File: src/hdl/div_pkg.sv
`default_nettype none

package div_pkg;

    localparam int XLEN    = 32;
    localparam int DIV_LAT = XLEN + 1;    // stage registers plus output register

    typedef enum logic [1:0] {
        OP_DIV  = 2'd0,
        OP_DIVU = 2'd1,
        OP_REM  = 2'd2,
        OP_REMU = 2'd3
    } div_op_e;

    // sideband that follows a request down the pipeline
    typedef struct packed {
        div_op_e           op;
        logic              neg_q;       // negate quotient
        logic              neg_r;       // negate remainder
        logic              div_zero;
        logic              overflow;    // signed min dividend, negative divisor
        logic [XLEN-1:0]   dividend;    // original operand a
    } div_tag_t;

    // word handed from one division step to the next
    typedef struct packed {
        logic [XLEN-1:0]   rem;         // partial remainder
        logic [XLEN-1:0]   qd;          // dividend bits out, quotient bits in
        logic [XLEN-1:0]   divisor;     // divisor magnitude
    } stage_t;

endpackage

`default_nettype wire

File: src/hdl/div_ctrl.sv
`timescale 1ns/1ps
`default_nettype none

module div_ctrl import div_pkg::*; (
    input  wire logic            clk,
    input  wire logic            rstn,
    input  wire logic            in_valid,
    input  wire div_op_e         op,
    input  wire logic            a_sign,
    input  wire logic            b_sign,
    input  wire logic            b_zero,
    input  wire logic            a_min,
    input  wire logic [XLEN-1:0] a,
    output logic                 signed_op,
    output logic                 tail_valid,
    output div_tag_t             tail_tag
);

    logic [XLEN-1:0] valid_q;
    div_tag_t        tag_in;
    div_tag_t        tag_q [XLEN];

    assign signed_op = (op == OP_DIV) || (op == OP_REM);

    always_comb begin
        tag_in.op       = op;
        tag_in.neg_q    = signed_op & (a_sign ^ b_sign);
        tag_in.neg_r    = signed_op & a_sign;    // remainder follows dividend sign
        tag_in.div_zero = b_zero;
        // confirmed against divisor magnitude of 1 at the output
        tag_in.overflow = signed_op & a_min & b_sign;
        tag_in.dividend = a;
    end

    always_ff @(posedge clk or negedge rstn) begin
        if (!rstn) begin
            valid_q <= '0;
        end else begin
            valid_q <= {valid_q[XLEN-2:0], in_valid};
        end
    end

    // tag shift line, same depth as the stage array
    always_ff @(posedge clk) begin
        tag_q[0] <= tag_in;
        for (int i = 1; i < XLEN; i++) begin
            tag_q[i] <= tag_q[i-1];
        end
    end

    assign tail_valid = valid_q[XLEN-1];
    assign tail_tag   = tag_q[XLEN-1];

    a_op_known: assert property (@(posedge clk) disable iff (!rstn)
        in_valid |-> !$isunknown(op))
        else $error("div_ctrl: unknown opcode on a valid request");

endmodule

`default_nettype wire

File: config.mk
export PLATFORM = sky130hd
export DESIGN_NAME = div_ctrl
export DESIGN_NICKNAME = d
export VERILOG_FILES = /design/src/hdl/div_pkg.sv /design/src/hdl/div_ctrl.sv
export SDC_FILE = /design/constraint.sdc
export NUM_CORES = 1
export LEC_CHECK = 0
export ABC_AREA = 1
export BUFFER_PORTS_ARGS = -buffer_cell sky130_fd_sc_hd__buf_2
export CORE_MARGIN = 2
export CORE_UTILIZATION = 45
export CTS_CLUSTER_SIZE = 28
export DETAILED_ROUTE_END_ITERATION = 8
export HOLD_SLACK_MARGIN = 0.08
export PLACE_DENSITY = 0.6
export SLEW_MARGIN = 5
export SYNTH_ARGS = -nofsm -noshare
export SYNTH_HDL_FRONTEND = slang
export SYNTH_SLANG_ARGS = --single-unit
File: constraint.sdc
create_clock -name clk -period 0.8 [get_ports clk]
set_input_delay 0.16 -clock clk [delete_from_list [all_inputs] [get_ports clk]]
set_output_delay 0.16 -clock clk [all_outputs]
set_load 0.05 [all_outputs]
### After elaboration in Yosys (flattened, before gate mapping)

Memory sizes are Yosys's and may differ from the RTL's.
Cells that the tools add are included.

* logic and storage cells: 10
* input bits: 41
* memory bits (writable): 1216
* bits in read-only memories: 0
* output and inout bits: 40
* bits in latches: 0
* flip-flop bits (word level): 32
* memories: 1

* multiplexer cells: 0
* shift-type cells: 0
* divide/modulo/power cells: 0
* equality and inequality tests: 1
* $lt $le $gt $ge: 0
* multipliers: 0
* bitwise operators: 5
* $add $sub $neg: 0
* reduce and logical (&&, ||, !) cells: 2

Memory list
* tag_q: words 32, bits a word 38, read ports 32, clocked after memory_dff 0, write ports 32, RTL line div_ctrl.sv:21 `div_tag_t tag_q [XLEN];`

Operators by type and width (number)
* 1-bit AND: 4
* 2-bit equality test (second input constant): 1
* 2-bit logical NOT: 1
* 1-bit logical OR: 1
* 1-bit XOR: 1

### Longest topological paths before layout

Gate-level depths: netlist of the first run.

* depth in word-level cells: 4
* mapped depth: 3

### Least setup slack after synthesis of the first run

OpenSTA, ideal clock, no wires.

* path type: register to output
* from: memory tag_q[31][0] (netlist name)
* to: output tail_tag[0] (netlist name)
* buffers on the path: 0
* setup slack: 0.053 ns
* stages on the path, launching flop included: 1
* arrival: 0.587 ns
* cells stage by stage: dfxtp_1

RTL lines
* start, declared: RTL line div_ctrl.sv:21
* end, declared: RTL line div_ctrl.sv:16 `output div_tag_t tail_tag`

### Worst setup path in the final report of the first run

* from: register valid_q[31]
* to: output tail_valid

RTL lines
* start, declared: RTL line div_ctrl.sv:19 `logic [XLEN-1:0] valid_q;`
* start signal, assigned: RTL line div_ctrl.sv:39 `valid_q <= {valid_q[XLEN-2:0], in_valid};`
* end, declared: RTL line div_ctrl.sv:15 `output logic tail_valid,`

No word-level cell between the ends.

==> results of run 1 <==
## per-stage QoR
step / hold slack, ps / power [mW] / cell area, um2
final: 56.75 / 121.3 / 31330
after global routing: 93.82 / 126.2 / 31330
after CTS: 104.2 / 123.1 / 31210
after detailed placement: 123.3 / 68.18 / 26530
after global placement: 113.6 / 68.02 / 26530
after floorplan: -135.6 / 67.70 / 25180
## where the power goes
group	switching [mW]	total, mW	internal, mW
Sequential	0.648	66.2	65.5
Clock	20.7	54.1	33.4
Combinational	0.516	1.01	0.490
Total	21.9	121	99.4
## state kept, by name (all words and copies together), names as in the netlist
name	count
tag_q	1216
valid_q	32
## routing by layer
metal | global-route usage (%) | up-vias | routed length (um)
li1 | - | 4360 | -
met1 | 7.137 | 3631 | 8513
met2 | 11.00 | 156 | 8876
met3 | 3.031 | 54 | 1350
met4 | 5.628 | 0 | 752
met5 | 0 | - | 0
## layout make-up
class | count | area, um2
Clock inverter | 46 | 658.1
Tap cell | 748 | 935.9
Fill cell | 4076 | 23870
Multi-Input combinational cell | 5 | 22.52
Timing Repair Buffer | 122 | 1227
Clock buffer | 157 | 3283
Inverter | 3 | 11.26
Sequential cell | 1248 | 25190
## cell families after synthesis
logic type,Yosys count
flip-flops,1248
AND/OR/NAND/NOR,4
AO/OA/AOI/OAI,1
buffers and inverters,3
## what timing repair did
item                                   in CTS  in global routing
endpoints found under the hold margin      71                  4
gates resized for setup                   126                 28
setup endpoints to repair                  39                 72
pin swaps                                   0                  0
hold buffers                               41                  1
gates cloned                                0                  1
## layout by cell type (no fill, tap or decap), types with 15 or more instances in the layout
cell	n
sky130_fd_sc_hd__clkbuf_1	15
sky130_fd_sc_hd__clkbuf_8	29
sky130_fd_sc_hd__clkinv_2	16
sky130_fd_sc_hd__dfxtp_2	38
sky130_fd_sc_hd__buf_2	40
sky130_fd_sc_hd__dfxtp_1	1178
sky130_fd_sc_hd__buf_8	35
sky130_fd_sc_hd__bufinv_16	15
sky130_fd_sc_hd__clkbuf_16	114
sky130_fd_sc_hd__dlygate4sd3_1	40
sky130_fd_sc_hd__dfrtp_1	32
## worst paths after layout
path / endpoint / slack [ps] / startpoint
setup / recovery: tail_valid / -530 / valid_q[31]
hold reg to reg: tag_q[31][27] / 320 / tag_q[30][27]
max in group asynchronous: valid_q[4] / 600 / rstn
hold / removal: valid_q[16] / 60 / rstn
min in group clk: tag_q[0][24] / 170 / a[24]
setup reg to reg: valid_q[19] / 310 / valid_q[18]
==> results_tabular.tex, run 1 <==
\begin{tabular}{lr}
\hline
Metric & Value \\
\hline
\multicolumn{2}{l}{\textbf{Clock network}} \\
Max H-tree Level & 3 \\
TritonCTS clock tree & built \\
CTS Root Buffer Type & sky130\_fd\_sc\_hd\_\_clkbuf\_16 \\
Maximum count of clock buffers along a single path & 3 \\
Number of clock sinks seen by CTS & 1248 \\
Post-CTS Setup Inserts & 0 \\
Clock Pin Slew Worst Setup and Hold Paths & 60 ps \\
Worst skew pair latency & 620 ps \\
Clock buffer count from CTS & 109 \\
\multicolumn{2}{l}{\textbf{Synthesis}} \\
Post-synthesis compound-gate area fraction & 0.01988\% \\
Most common cell in the synthesized netlist & sky130\_fd\_sc\_hd\_\_dfxtp\_1 \\
Sequential element share of the synthesized area & 99.87\% \\
Cell types occupying the most area after synthesis & sky130\_fd\_sc\_hd\_\_dfxtp\_1 97\%, sky130\_fd\_sc\_hd\_\_dfrtp\_1 3.2\%, sky130\_fd\_sc\_hd\_\_inv\_1 0.030\% \\
Multiplexer fraction of the synthesized cell area & 0\% \\
Area share of xor/xnor cells in the synthesized design & 0\% \\
\#FFs+latches synth & 1248 \\
Flip-flop cell with the highest count after synthesis & sky130\_fd\_sc\_hd\_\_dfxtp\_1 \\
Count of different cell masters after synthesis & 8 \\
Post-synth ARST share & 2.564\% \\
Synth top area share & 96.69\% \\
Synthesized net count & 1297 \\
Number of standard cells after synthesis & 1256 \\
Post-synth EDFFs & 0 \\
Post-synthesis cell area & 25180 um2 \\
Largest family of logic cells by synthesized area & simple AND/OR/NAND/NOR gates \\
Total of warnings raised by yosys & 0 \\
Most area-hungry cell type in the Yosys netlist & sky130\_fd\_sc\_hd\_\_dfxtp\_1 \\
Post-Synth Simple-Gate Area & 0.06957\% \\
Most common library cells after synthesis & 1216 x sky130\_fd\_sc\_hd\_\_dfxtp\_1, 32 x sky130\_fd\_sc\_hd\_\_dfrtp\_1, 2 x sky130\_fd\_sc\_hd\_\_inv\_1, 2 x sky130\_fd\_sc\_hd\_\_nor2\_1 \\
Share of synthesized cell area in full adder, half adder and majority cells & 0\% \\
Avg Inst Size Synth & 20.05 um2 \\
\multicolumn{2}{l}{\textbf{Pwr}} \\
Total leakage power & 13.21 nW \\
Max IR drop VDD & 1.862 mV \\
PwrDens & 3871 nW/um2 \\
\multicolumn{2}{l}{\textbf{Route}} \\
\# DRC & 0 \\
Total detailed-routing wirelength & 19.49 mm \\
Number of DRC markers in iteration 0 & 260 \\
First-pass detailed-route iteration total & 3 \\
Per-cell via count in the routed design & 3.521 \\
Number of vias in the routed layout & 8201 \\
Remaining number of nets flagged by the antenna check after routing & 0 \\
Routed wire length per instance & 8.370 um \\
\multicolumn{2}{l}{\textbf{Setup path}} \\
Chain of cells forming the critical path & buf\_6 \\
Data arrival time of the worst path & 1170 ps \\
Slowest cell on the critical path & sky130\_fd\_sc\_hd\_\_dfrtp\_1 \\
FF-to-FF path depth & 0 \\
Critical Path RT & 640 ps \\
Kind of capture point of the worst setup path & primary output \\
Highest fanout seen on the critical path & 1 \\
Highest cell delay on the worst timing path & 390 ps \\
Combined buffer and inverter count along the critical path & 1 \\
Critical path start-end classification & reg -> out \\
Cell class contributing the biggest share of worst-path delay & flip-flops \\
Crit start category & register \\
Number of stages on the worst setup path & 1 \\
\multicolumn{2}{l}{\textbf{Layout}} \\
Share of layout cells above drive strength 1 & 19.54\% \\
Final \#Nets & 1530 \\
Antenna Cells & 0 \\
Non-filler cells in the finished layout & 2329 \\
Synth-to-layout area growth & 24.43\% \\
Util after Layout & 56.76\% \\
\multicolumn{2}{l}{\textbf{Floorplanning}} \\
Die Y-Extent & 240.5 um \\
Total die area & 57860 um2 \\
X dimension of the die & 240.5 um \\
Number of primary I/O pins & 81 \\
Core Area & 55200 um2 \\
Row count & 86 \\
Starting density of the core & 45.61\% \\
\multicolumn{2}{l}{\textbf{Global routing}} \\
Largest net degree at the start of global routing & 33 \\
First-pass GRT wire length & 32.57 mm \\
Global-route usage over all layers & 6.933\% \\
Number of global-route vias before repair & 7763 \\
Final global-route overflow total & 0 \\
Initial antenna violation count & 0 \\
\multicolumn{2}{l}{\textbf{Run status}} \\
Failing checks & negative setup slack \\
Status & finished, violations left \\
\multicolumn{2}{l}{\textbf{STA}} \\
Slew at the pin closest to its max-slew limit & 157.8 ps \\
Final count of pins violating max slew & 0 \\
Period utilisation layout & 165.9\% \\
Worst Clk Skew & 7.743 ps \\
RSZ-0062 raised after global routing & yes \\
Clock period minus final worst setup slack & 1327 ps \\
Setup-failing EPs final & 40 \\
Setup slack after layout & -527.2 ps \\
Setup TNS & -18000 ps \\
Achievable frequency & 753.5 MHz \\
Remaining max-slew budget at the tightest pin & 89.48\% \\
Final-report hold violation count & 0 \\
\multicolumn{2}{l}{\textbf{Placement}} \\
Number of cells after detailed placement & 2085 \\
Pre-CTS setup slack & 61.25 ps \\
Final RePlAce weighted congestion & 0.6039 \\
Number of buffers inserted by port buffering & 80 \\
HPWL after detailed placement & 7.881 mm \\
\multicolumn{2}{l}{\textbf{Run}} \\
Max-capacitance violation count & 0 \\
\multicolumn{2}{l}{\textbf{Min path}} \\
Worst min-delay path class & in -> async \\
\hline
\end{tabular}
Power figures use the tool's default switching activity.
==> run 2: changes to the inputs <==
--- a/config.mk
+++ b/config.mk
@@ -6,14 +6,14 @@
 export NUM_CORES = 1
 export LEC_CHECK = 0
 export ABC_AREA = 1
-export BUFFER_PORTS_ARGS = -buffer_cell sky130_fd_sc_hd__buf_2
 export CORE_MARGIN = 2
 export CORE_UTILIZATION = 45
 export CTS_CLUSTER_SIZE = 28
 export DETAILED_ROUTE_END_ITERATION = 8
+export DONT_BUFFER_PORTS = 1
 export HOLD_SLACK_MARGIN = 0.08
-export PLACE_DENSITY = 0.6
-export SLEW_MARGIN = 5
+export PLACE_DENSITY = 0.59
+export SLEW_MARGIN = 40
 export SYNTH_ARGS = -nofsm -noshare
 export SYNTH_HDL_FRONTEND = slang
 export SYNTH_SLANG_ARGS = --single-unit
==> results_tabular.tex, run 2 (synthesis results as in run 1) <==
\begin{tabular}{lr}
\hline
Metric & Value \\
\hline
\multicolumn{2}{l}{\textbf{Setup path}} \\
Data arrival time of the worst path & 1190 ps \\
Chain of cells forming the critical path & buf\_12 \\
Critical Path RT & 640 ps \\
Critical path start-end classification & reg -> out \\
Crit start category & register \\
Register-to-register path setup slack & 310 ps \\
Number of stages on the worst setup path & 1 \\
Combined buffer and inverter count along the critical path & 1 \\
Cell class contributing the biggest share of worst-path delay & flip-flops \\
Highest fanout seen on the critical path & 1 \\
Highest cell delay on the worst timing path & 400 ps \\
FF-to-FF path depth & 0 \\
Kind of capture point of the worst setup path & primary output \\
Slowest cell on the critical path & sky130\_fd\_sc\_hd\_\_dfrtp\_1 \\
\multicolumn{2}{l}{\textbf{Floorplanning}} \\
Total die area & 57860 um2 \\
Row count & 86 \\
Core Area & 55200 um2 \\
Die Y-Extent & 240.5 um \\
Number of primary I/O pins & 81 \\
Starting density of the core & 45.61\% \\
X dimension of the die & 240.5 um \\
\multicolumn{2}{l}{\textbf{Pwr}} \\
Part of the power in the clock network & 43.5\% \\
Total power after layout & 119.2 mW \\
Cell internal power dissipation & 97.40 mW \\
PwrDens & 3785 nW/um2 \\
Combinational share of power & 1.0\% \\
Sequential fraction of design power & 55.5\% \\
Total leakage power & 13.21 nW \\
Net switching power & 21.81 mW \\
Sw Share & 18.30\% \\
Max IR drop VDD & 2.022 mV \\
\multicolumn{2}{l}{\textbf{Route}} \\
\# DRC & 0 \\
Remaining number of nets flagged by the antenna check after routing & 0 \\
Number of vias in the routed layout & 8266 \\
First-pass detailed-route iteration total & 3 \\
Routed wire length per instance & 8.573 um \\
Total detailed-routing wirelength & 19.91 mm \\
Number of DRC markers in iteration 0 & 333 \\
Per-cell via count in the routed design & 3.558 \\
\multicolumn{2}{l}{\textbf{Layout}} \\
Biggest register & tag\_q \\
Non-filler cells in the finished layout & 2323 \\
Biggest regs & tag\_q (1216), valid\_q (32) \\
Final non-filler cell area & 31490 um2 \\
Util after Layout & 57.05\% \\
Most frequent standard cell in the layout excluding fill and tap cells & sky130\_fd\_sc\_hd\_\_dfxtp\_1 \\
Synth-to-layout area growth & 25.08\% \\
Share of layout cells above drive strength 1 & 16.38\% \\
Antenna Cells & 0 \\
Number of flip-flops under the largest register name & 1216 \\
Final \#Nets & 1525 \\
\# fillers & 4068 \\
Most frequent cells in the layout & 1178 x sky130\_fd\_sc\_hd\_\_dfxtp\_1, 113 x sky130\_fd\_sc\_hd\_\_clkbuf\_16, 76 x sky130\_fd\_sc\_hd\_\_dlygate4sd3\_1 \\
\multicolumn{2}{l}{\textbf{Clock network}} \\
Max H-tree Level & 3 \\
TritonCTS clock tree & built \\
Clock Pin Slew Worst Setup and Hold Paths & 60 ps \\
Clock buffer count from CTS & 109 \\
CTS Root Buffer Type & sky130\_fd\_sc\_hd\_\_clkbuf\_16 \\
Maximum count of clock buffers along a single path & 3 \\
Post-CTS Setup Inserts & 0 \\
Worst skew pair latency & 630 ps \\
Number of clock sinks seen by CTS & 1248 \\
\multicolumn{2}{l}{\textbf{Global routing}} \\
First-pass GRT wire length & 33.92 mm \\
Largest net degree at the start of global routing & 33 \\
Initial antenna violation count & 0 \\
Final global-route overflow total & 0 \\
Global-route usage over all layers & 7.276\% \\
Number of global-route vias before repair & 7917 \\
\multicolumn{2}{l}{\textbf{STA}} \\
Period utilisation layout & 169.2\% \\
Clock period minus final worst setup slack & 1354 ps \\
Worst Clk Skew & 15.29 ps \\
Final count of pins violating max slew & 0 \\
Setup slack after layout & -553.6 ps \\
RSZ-0062 raised after global routing & yes \\
Setup-failing EPs final & 39 \\
Achievable frequency & 738.8 MHz \\
Hold slack & 106.8 ps \\
Slew at the pin closest to its max-slew limit & 176.3 ps \\
Setup TNS & -17990 ps \\
Remaining max-slew budget at the tightest pin & 88.25\% \\
Final-report hold violation count & 0 \\
\multicolumn{2}{l}{\textbf{Min path}} \\
Min-Delay Path Depth & 4 \\
Worst min-delay path class & in -> reg \\
\multicolumn{2}{l}{\textbf{Placement}} \\
DP Area & 26890 um2 \\
HPWL after detailed placement & 8.278 mm \\
Number of cells after detailed placement & 2043 \\
Pre-CTS setup slack & 102.2 ps \\
Final RePlAce weighted congestion & 0.6051 \\
Number of buffers inserted by port buffering & 0 \\
\multicolumn{2}{l}{\textbf{Run status}} \\
Failing checks & negative setup slack \\
Status & finished, violations left \\
\multicolumn{2}{l}{\textbf{Run}} \\
Max-capacitance violation count & 0 \\
\hline
\end{tabular}
[run 2: changes by cell type in the layout (fill, tap and decap cells not counted), moves of 7 or more]
| cell | before | now |
|---|---|---|
| sky130_fd_sc_hd__dlygate4sd3_1 | 40 | 76 |
| sky130_fd_sc_hd__bufinv_16 | 15 | 8 |
| sky130_fd_sc_hd__clkbuf_1 | 15 | 23 |
| sky130_fd_sc_hd__buf_2 | 40 | 0 |
| sky130_fd_sc_hd__buf_12 | 1 | 40 |
| sky130_fd_sc_hd__buf_8 | 35 | 0 |
[run 2: what timing repair did]
action | in CTS | in global routing
resized for setup | 38 | 3
hold endpoints to repair | 71 | 2
setup endpoints to repair | 39 | 40
hold buffers | 77 | 1
[run 2: worst paths after layout]
check / startpoint / end
max reg2reg: valid_q[14] / valid_q[15]
max: valid_q[31] / tail_valid
min in group asynchronous: rstn / valid_q[7]
min reg2reg: tag_q[10][16] / tag_q[11][16]
min: op[0] / tag_q[0][35]
max in group asynchronous: rstn / valid_q[28]
[run 2: cell type report]
type | instances | area, um2 | share of cell area, %
clock inverter | 37 | 439.2 | 1.395
sequential | 1248 | 25190 | 79.99
multi-input combinational | 5 | 22.52 | 0.07151
clock buffer | 165 | 3313 | 10.52
inverter | 3 | 16.27 | 0.05165
tap | 748 | 935.9 | 2.972
timing repair buffer | 117 | 1574 | 4.998
[run 2: routing by layer]
| metal | global-route usage (%) | part of all wire, % |
|---|---|---|
| met1 | 7.346 | 42 |
| met2 | 11.66 | 46 |
| met3 | 3.225 | 7.2 |
| met4 | 5.948 | 4.0 |
| met5 | 0 | 0 |
[run 2: power groups by stage]
| stage | registers [mW] | clock network [mW] | logic [mW] |
|---|---|---|---|
| 2_1_floorplan | 67.7 | 0 | 0.0191 |
| 3_3_place_gp | 67.5 | 0 | 0.809 |
| 3_5_place_dp | 67.6 | 0 | 0.814 |
| 4_1_cts | 66.3 | 53.8 | 1.15 |
| 5_1_grt | 66.5 | 56.5 | 1.21 |
| 6_report | 66.2 | 51.8 | 1.16 |
==> run 3: changes to the inputs <==
--- a/config.mk
+++ b/config.mk
@@ -12,7 +12,6 @@
 export DETAILED_ROUTE_END_ITERATION = 8
 export DONT_BUFFER_PORTS = 1
 export HOLD_SLACK_MARGIN = 0.08
-export PLACE_DENSITY = 0.59
 export SLEW_MARGIN = 40
 export SYNTH_ARGS = -nofsm -noshare
 export SYNTH_HDL_FRONTEND = slang
==> results_tabular.tex, run 3 (synthesis results as in run 1) <==
\begin{tabular}{lr}
\hline
Metric & Value \\
\hline
\multicolumn{2}{l}{\textbf{Run status}} \\
Status & finished, violations left \\
Failing checks & negative setup slack \\
\multicolumn{2}{l}{\textbf{Run}} \\
Max-capacitance violation count & 0 \\
\multicolumn{2}{l}{\textbf{Setup path}} \\
Chain of cells forming the critical path & buf\_12 \\
Data arrival time of the worst path & 1170 ps \\
Highest fanout seen on the critical path & 1 \\
Combined buffer and inverter count along the critical path & 1 \\
Slowest cell on the critical path & sky130\_fd\_sc\_hd\_\_dfrtp\_1 \\
FF-to-FF path depth & 0 \\
Crit start category & register \\
Critical path start-end classification & reg -> out \\
Register-to-register path setup slack & 320 ps \\
Critical Path RT & 640 ps \\
Kind of capture point of the worst setup path & primary output \\
Highest cell delay on the worst timing path & 400 ps \\
Worst r2r dst & valid\_q[3] \\
R2r startpoint & valid\_q[2] \\
Cell class contributing the biggest share of worst-path delay & flip-flops \\
\multicolumn{2}{l}{\textbf{Placement}} \\
Pre-CTS setup slack & 101.2 ps \\
Number of buffers inserted by port buffering & 0 \\
DP Area & 26890 um2 \\
Number of cells after detailed placement & 2043 \\
Final RePlAce weighted congestion & 0.5954 \\
\multicolumn{2}{l}{\textbf{Clock network}} \\
Number of clock sinks seen by CTS & 1248 \\
CTS Root Buffer Type & sky130\_fd\_sc\_hd\_\_clkbuf\_16 \\
TritonCTS clock tree & built \\
Maximum count of clock buffers along a single path & 3 \\
Clock Pin Slew Worst Setup and Hold Paths & 60 ps \\
Clock buffer count from CTS & 109 \\
Worst skew pair latency & 630 ps \\
Max H-tree Level & 3 \\
\multicolumn{2}{l}{\textbf{STA}} \\
Slew at the pin closest to its max-slew limit & 179.1 ps \\
Remaining max-slew budget at the tightest pin & 88.06\% \\
RSZ-0062 raised after global routing & yes \\
Setup slack after layout & -531.5 ps \\
Period utilisation layout & 166.4\% \\
Worst Clk Skew & 19.09 ps \\
Final count of pins violating max slew & 0 \\
Setup-failing EPs final & 39 \\
Final-report hold violation count & 0 \\
Achievable frequency & 751.0 MHz \\
Setup TNS & -17550 ps \\
Clock period minus final worst setup slack & 1332 ps \\
\multicolumn{2}{l}{\textbf{Route}} \\
Remaining number of nets flagged by the antenna check after routing & 0 \\
Number of vias in the routed layout & 8195 \\
Total detailed-routing wirelength & 20.09 mm \\
First-pass detailed-route iteration total & 4 \\
Number of DRC markers in iteration 0 & 294 \\
Per-cell via count in the routed design & 3.531 \\
Routed wire length per instance & 8.656 um \\
\# DRC & 0 \\
\multicolumn{2}{l}{\textbf{Global routing}} \\
Number of global-route vias before repair & 7827 \\
Final global-route overflow total & 0 \\
Largest net degree at the start of global routing & 33 \\
Initial antenna violation count & 0 \\
Global-route usage over all layers & 7.288\% \\
First-pass GRT wire length & 34.08 mm \\
\multicolumn{2}{l}{\textbf{Layout}} \\
Final \#Nets & 1525 \\
Multi-input gate area & 22.52 um2 \\
Antenna Cells & 0 \\
Biggest register & tag\_q \\
Synth-to-layout area growth & 25.33\% \\
\# fillers & 4075 \\
Footprint of the flip-flops and latches & 25190 um2 \\
Share of layout cells above drive strength 1 & 16.21\% \\
Most frequent standard cell in the layout excluding fill and tap cells & sky130\_fd\_sc\_hd\_\_dfxtp\_1 \\
Util after Layout & 57.16\% \\
Final non-filler cell area & 31560 um2 \\
Number of flip-flops under the largest register name & 1216 \\
Biggest regs & tag\_q (1216), valid\_q (32) \\
Non-filler cells in the finished layout & 2321 \\
Most frequent cells in the layout & 1178 x sky130\_fd\_sc\_hd\_\_dfxtp\_1, 113 x sky130\_fd\_sc\_hd\_\_clkbuf\_16, 76 x sky130\_fd\_sc\_hd\_\_dlygate4sd3\_1 \\
\multicolumn{2}{l}{\textbf{Min path}} \\
Min-Delay Path Depth & 4 \\
Hold path endpoint & tag\_q[0][35] \\
Hold\_sp & op[0] \\
Worst min-delay path class & in -> reg \\
\multicolumn{2}{l}{\textbf{Floorplanning}} \\
Number of primary I/O pins & 81 \\
Row count & 86 \\
X dimension of the die & 240.5 um \\
Core Area & 55200 um2 \\
Total die area & 57860 um2 \\
Starting density of the core & 45.61\% \\
Die Y-Extent & 240.5 um \\
\multicolumn{2}{l}{\textbf{Pwr}} \\
Total leakage power & 13.25 nW \\
Max IR drop VDD & 1.812 mV \\
PwrDens & 3816 nW/um2 \\
\hline
\end{tabular}
==> run 3: cell types whose count changed in the layout (fill, tap and decap cells not counted) <==
| cell | change |
|---|---|
| sky130_fd_sc_hd__clkinvlp_4 | -4 |
| sky130_fd_sc_hd__clkinv_8 | +1 |
| sky130_fd_sc_hd__clkinv_2 | +3 |
| sky130_fd_sc_hd__clkbuf_1 | +1 |
| sky130_fd_sc_hd__inv_8 | -1 |
| sky130_fd_sc_hd__bufinv_16 | +6 |
| sky130_fd_sc_hd__clkinv_4 | -1 |
| sky130_fd_sc_hd__inv_16 | -1 |
| sky130_fd_sc_hd__clkbuf_8 | -6 |
==> run 3: final cells by class <==
class | count | area share [%]
Inverter | 3 | 0.05155
Sequential cell | 1248 | 79.83
Multi-Input combinational cell | 5 | 0.07137
Tap cell | 748 | 2.966
Clock buffer | 160 | 10.25
Clock inverter | 40 | 1.840
Timing Repair Buffer | 117 | 4.988
==> run 3: worst max-delay path by stage <==
| stage | from | endpoint | slack (ps) | cells past startpoint |
|---|---|---|---|---|
| 2_1_floorplan | tag_q[31][0] | tail_tag[0] | 50 | 0 |
| 3_3_place_gp | valid_q[31] | tail_valid | 110 | 1 |
| 3_5_place_dp | valid_q[31] | tail_valid | 100 | 1 |
| 4_1_cts | valid_q[31] | tail_valid | -590 | 1 |
| 5_1_grt | valid_q[31] | tail_valid | -600 | 1 |
| 6_report | valid_q[31] | tail_valid | -530 | 1 |
==> run 3: worst min-delay path, stage by stage <==
cell	delay, ps
sky130_fd_sc_hd__dlymetal6s4s_1	240
sky130_fd_sc_hd__clkinv_4	160
sky130_fd_sc_hd__o21ai_1	110
sky130_fd_sc_hd__nor2_1	50
==> run 3: per-stage QoR <==
step	power (mW)	hold slack [ps]
global placement	68.27	-135.1
detailed placement	68.43	-135.2
finish	120.4	125.4
CTS	122.4	93.74
floorplan	67.70	-135.6
global route	125.5	114.6
==> run 3: metal layers <==
layer  routed length (um)  global-route usage, %  vias to the layer above  part of all wire [%]
met5                    0                      0                        -                     0
met4                  808                  5.797                        0                   4.0
met3                 1383                  3.031                       64                   6.9
met2                 9233                  11.48                      166                    46
met1                 8664                  7.725                     3633                    43
li1                     -                      -                     4332                     -
==> run 3: power by group <==
group	total [mW]	switching, mW	internal (mW)
Sequential	66.2	0.679	65.5
Combinational	1.16	0.514	0.650
Clock	53.0	20.5	32.5
==> run 3: what timing repair did <==
action	in CTS	in global routing
hold buffers	77	1
setup buffers	0	0
setup endpoints to repair	39	40
resized for setup	38	3
endpoints found under the hold margin	71	2
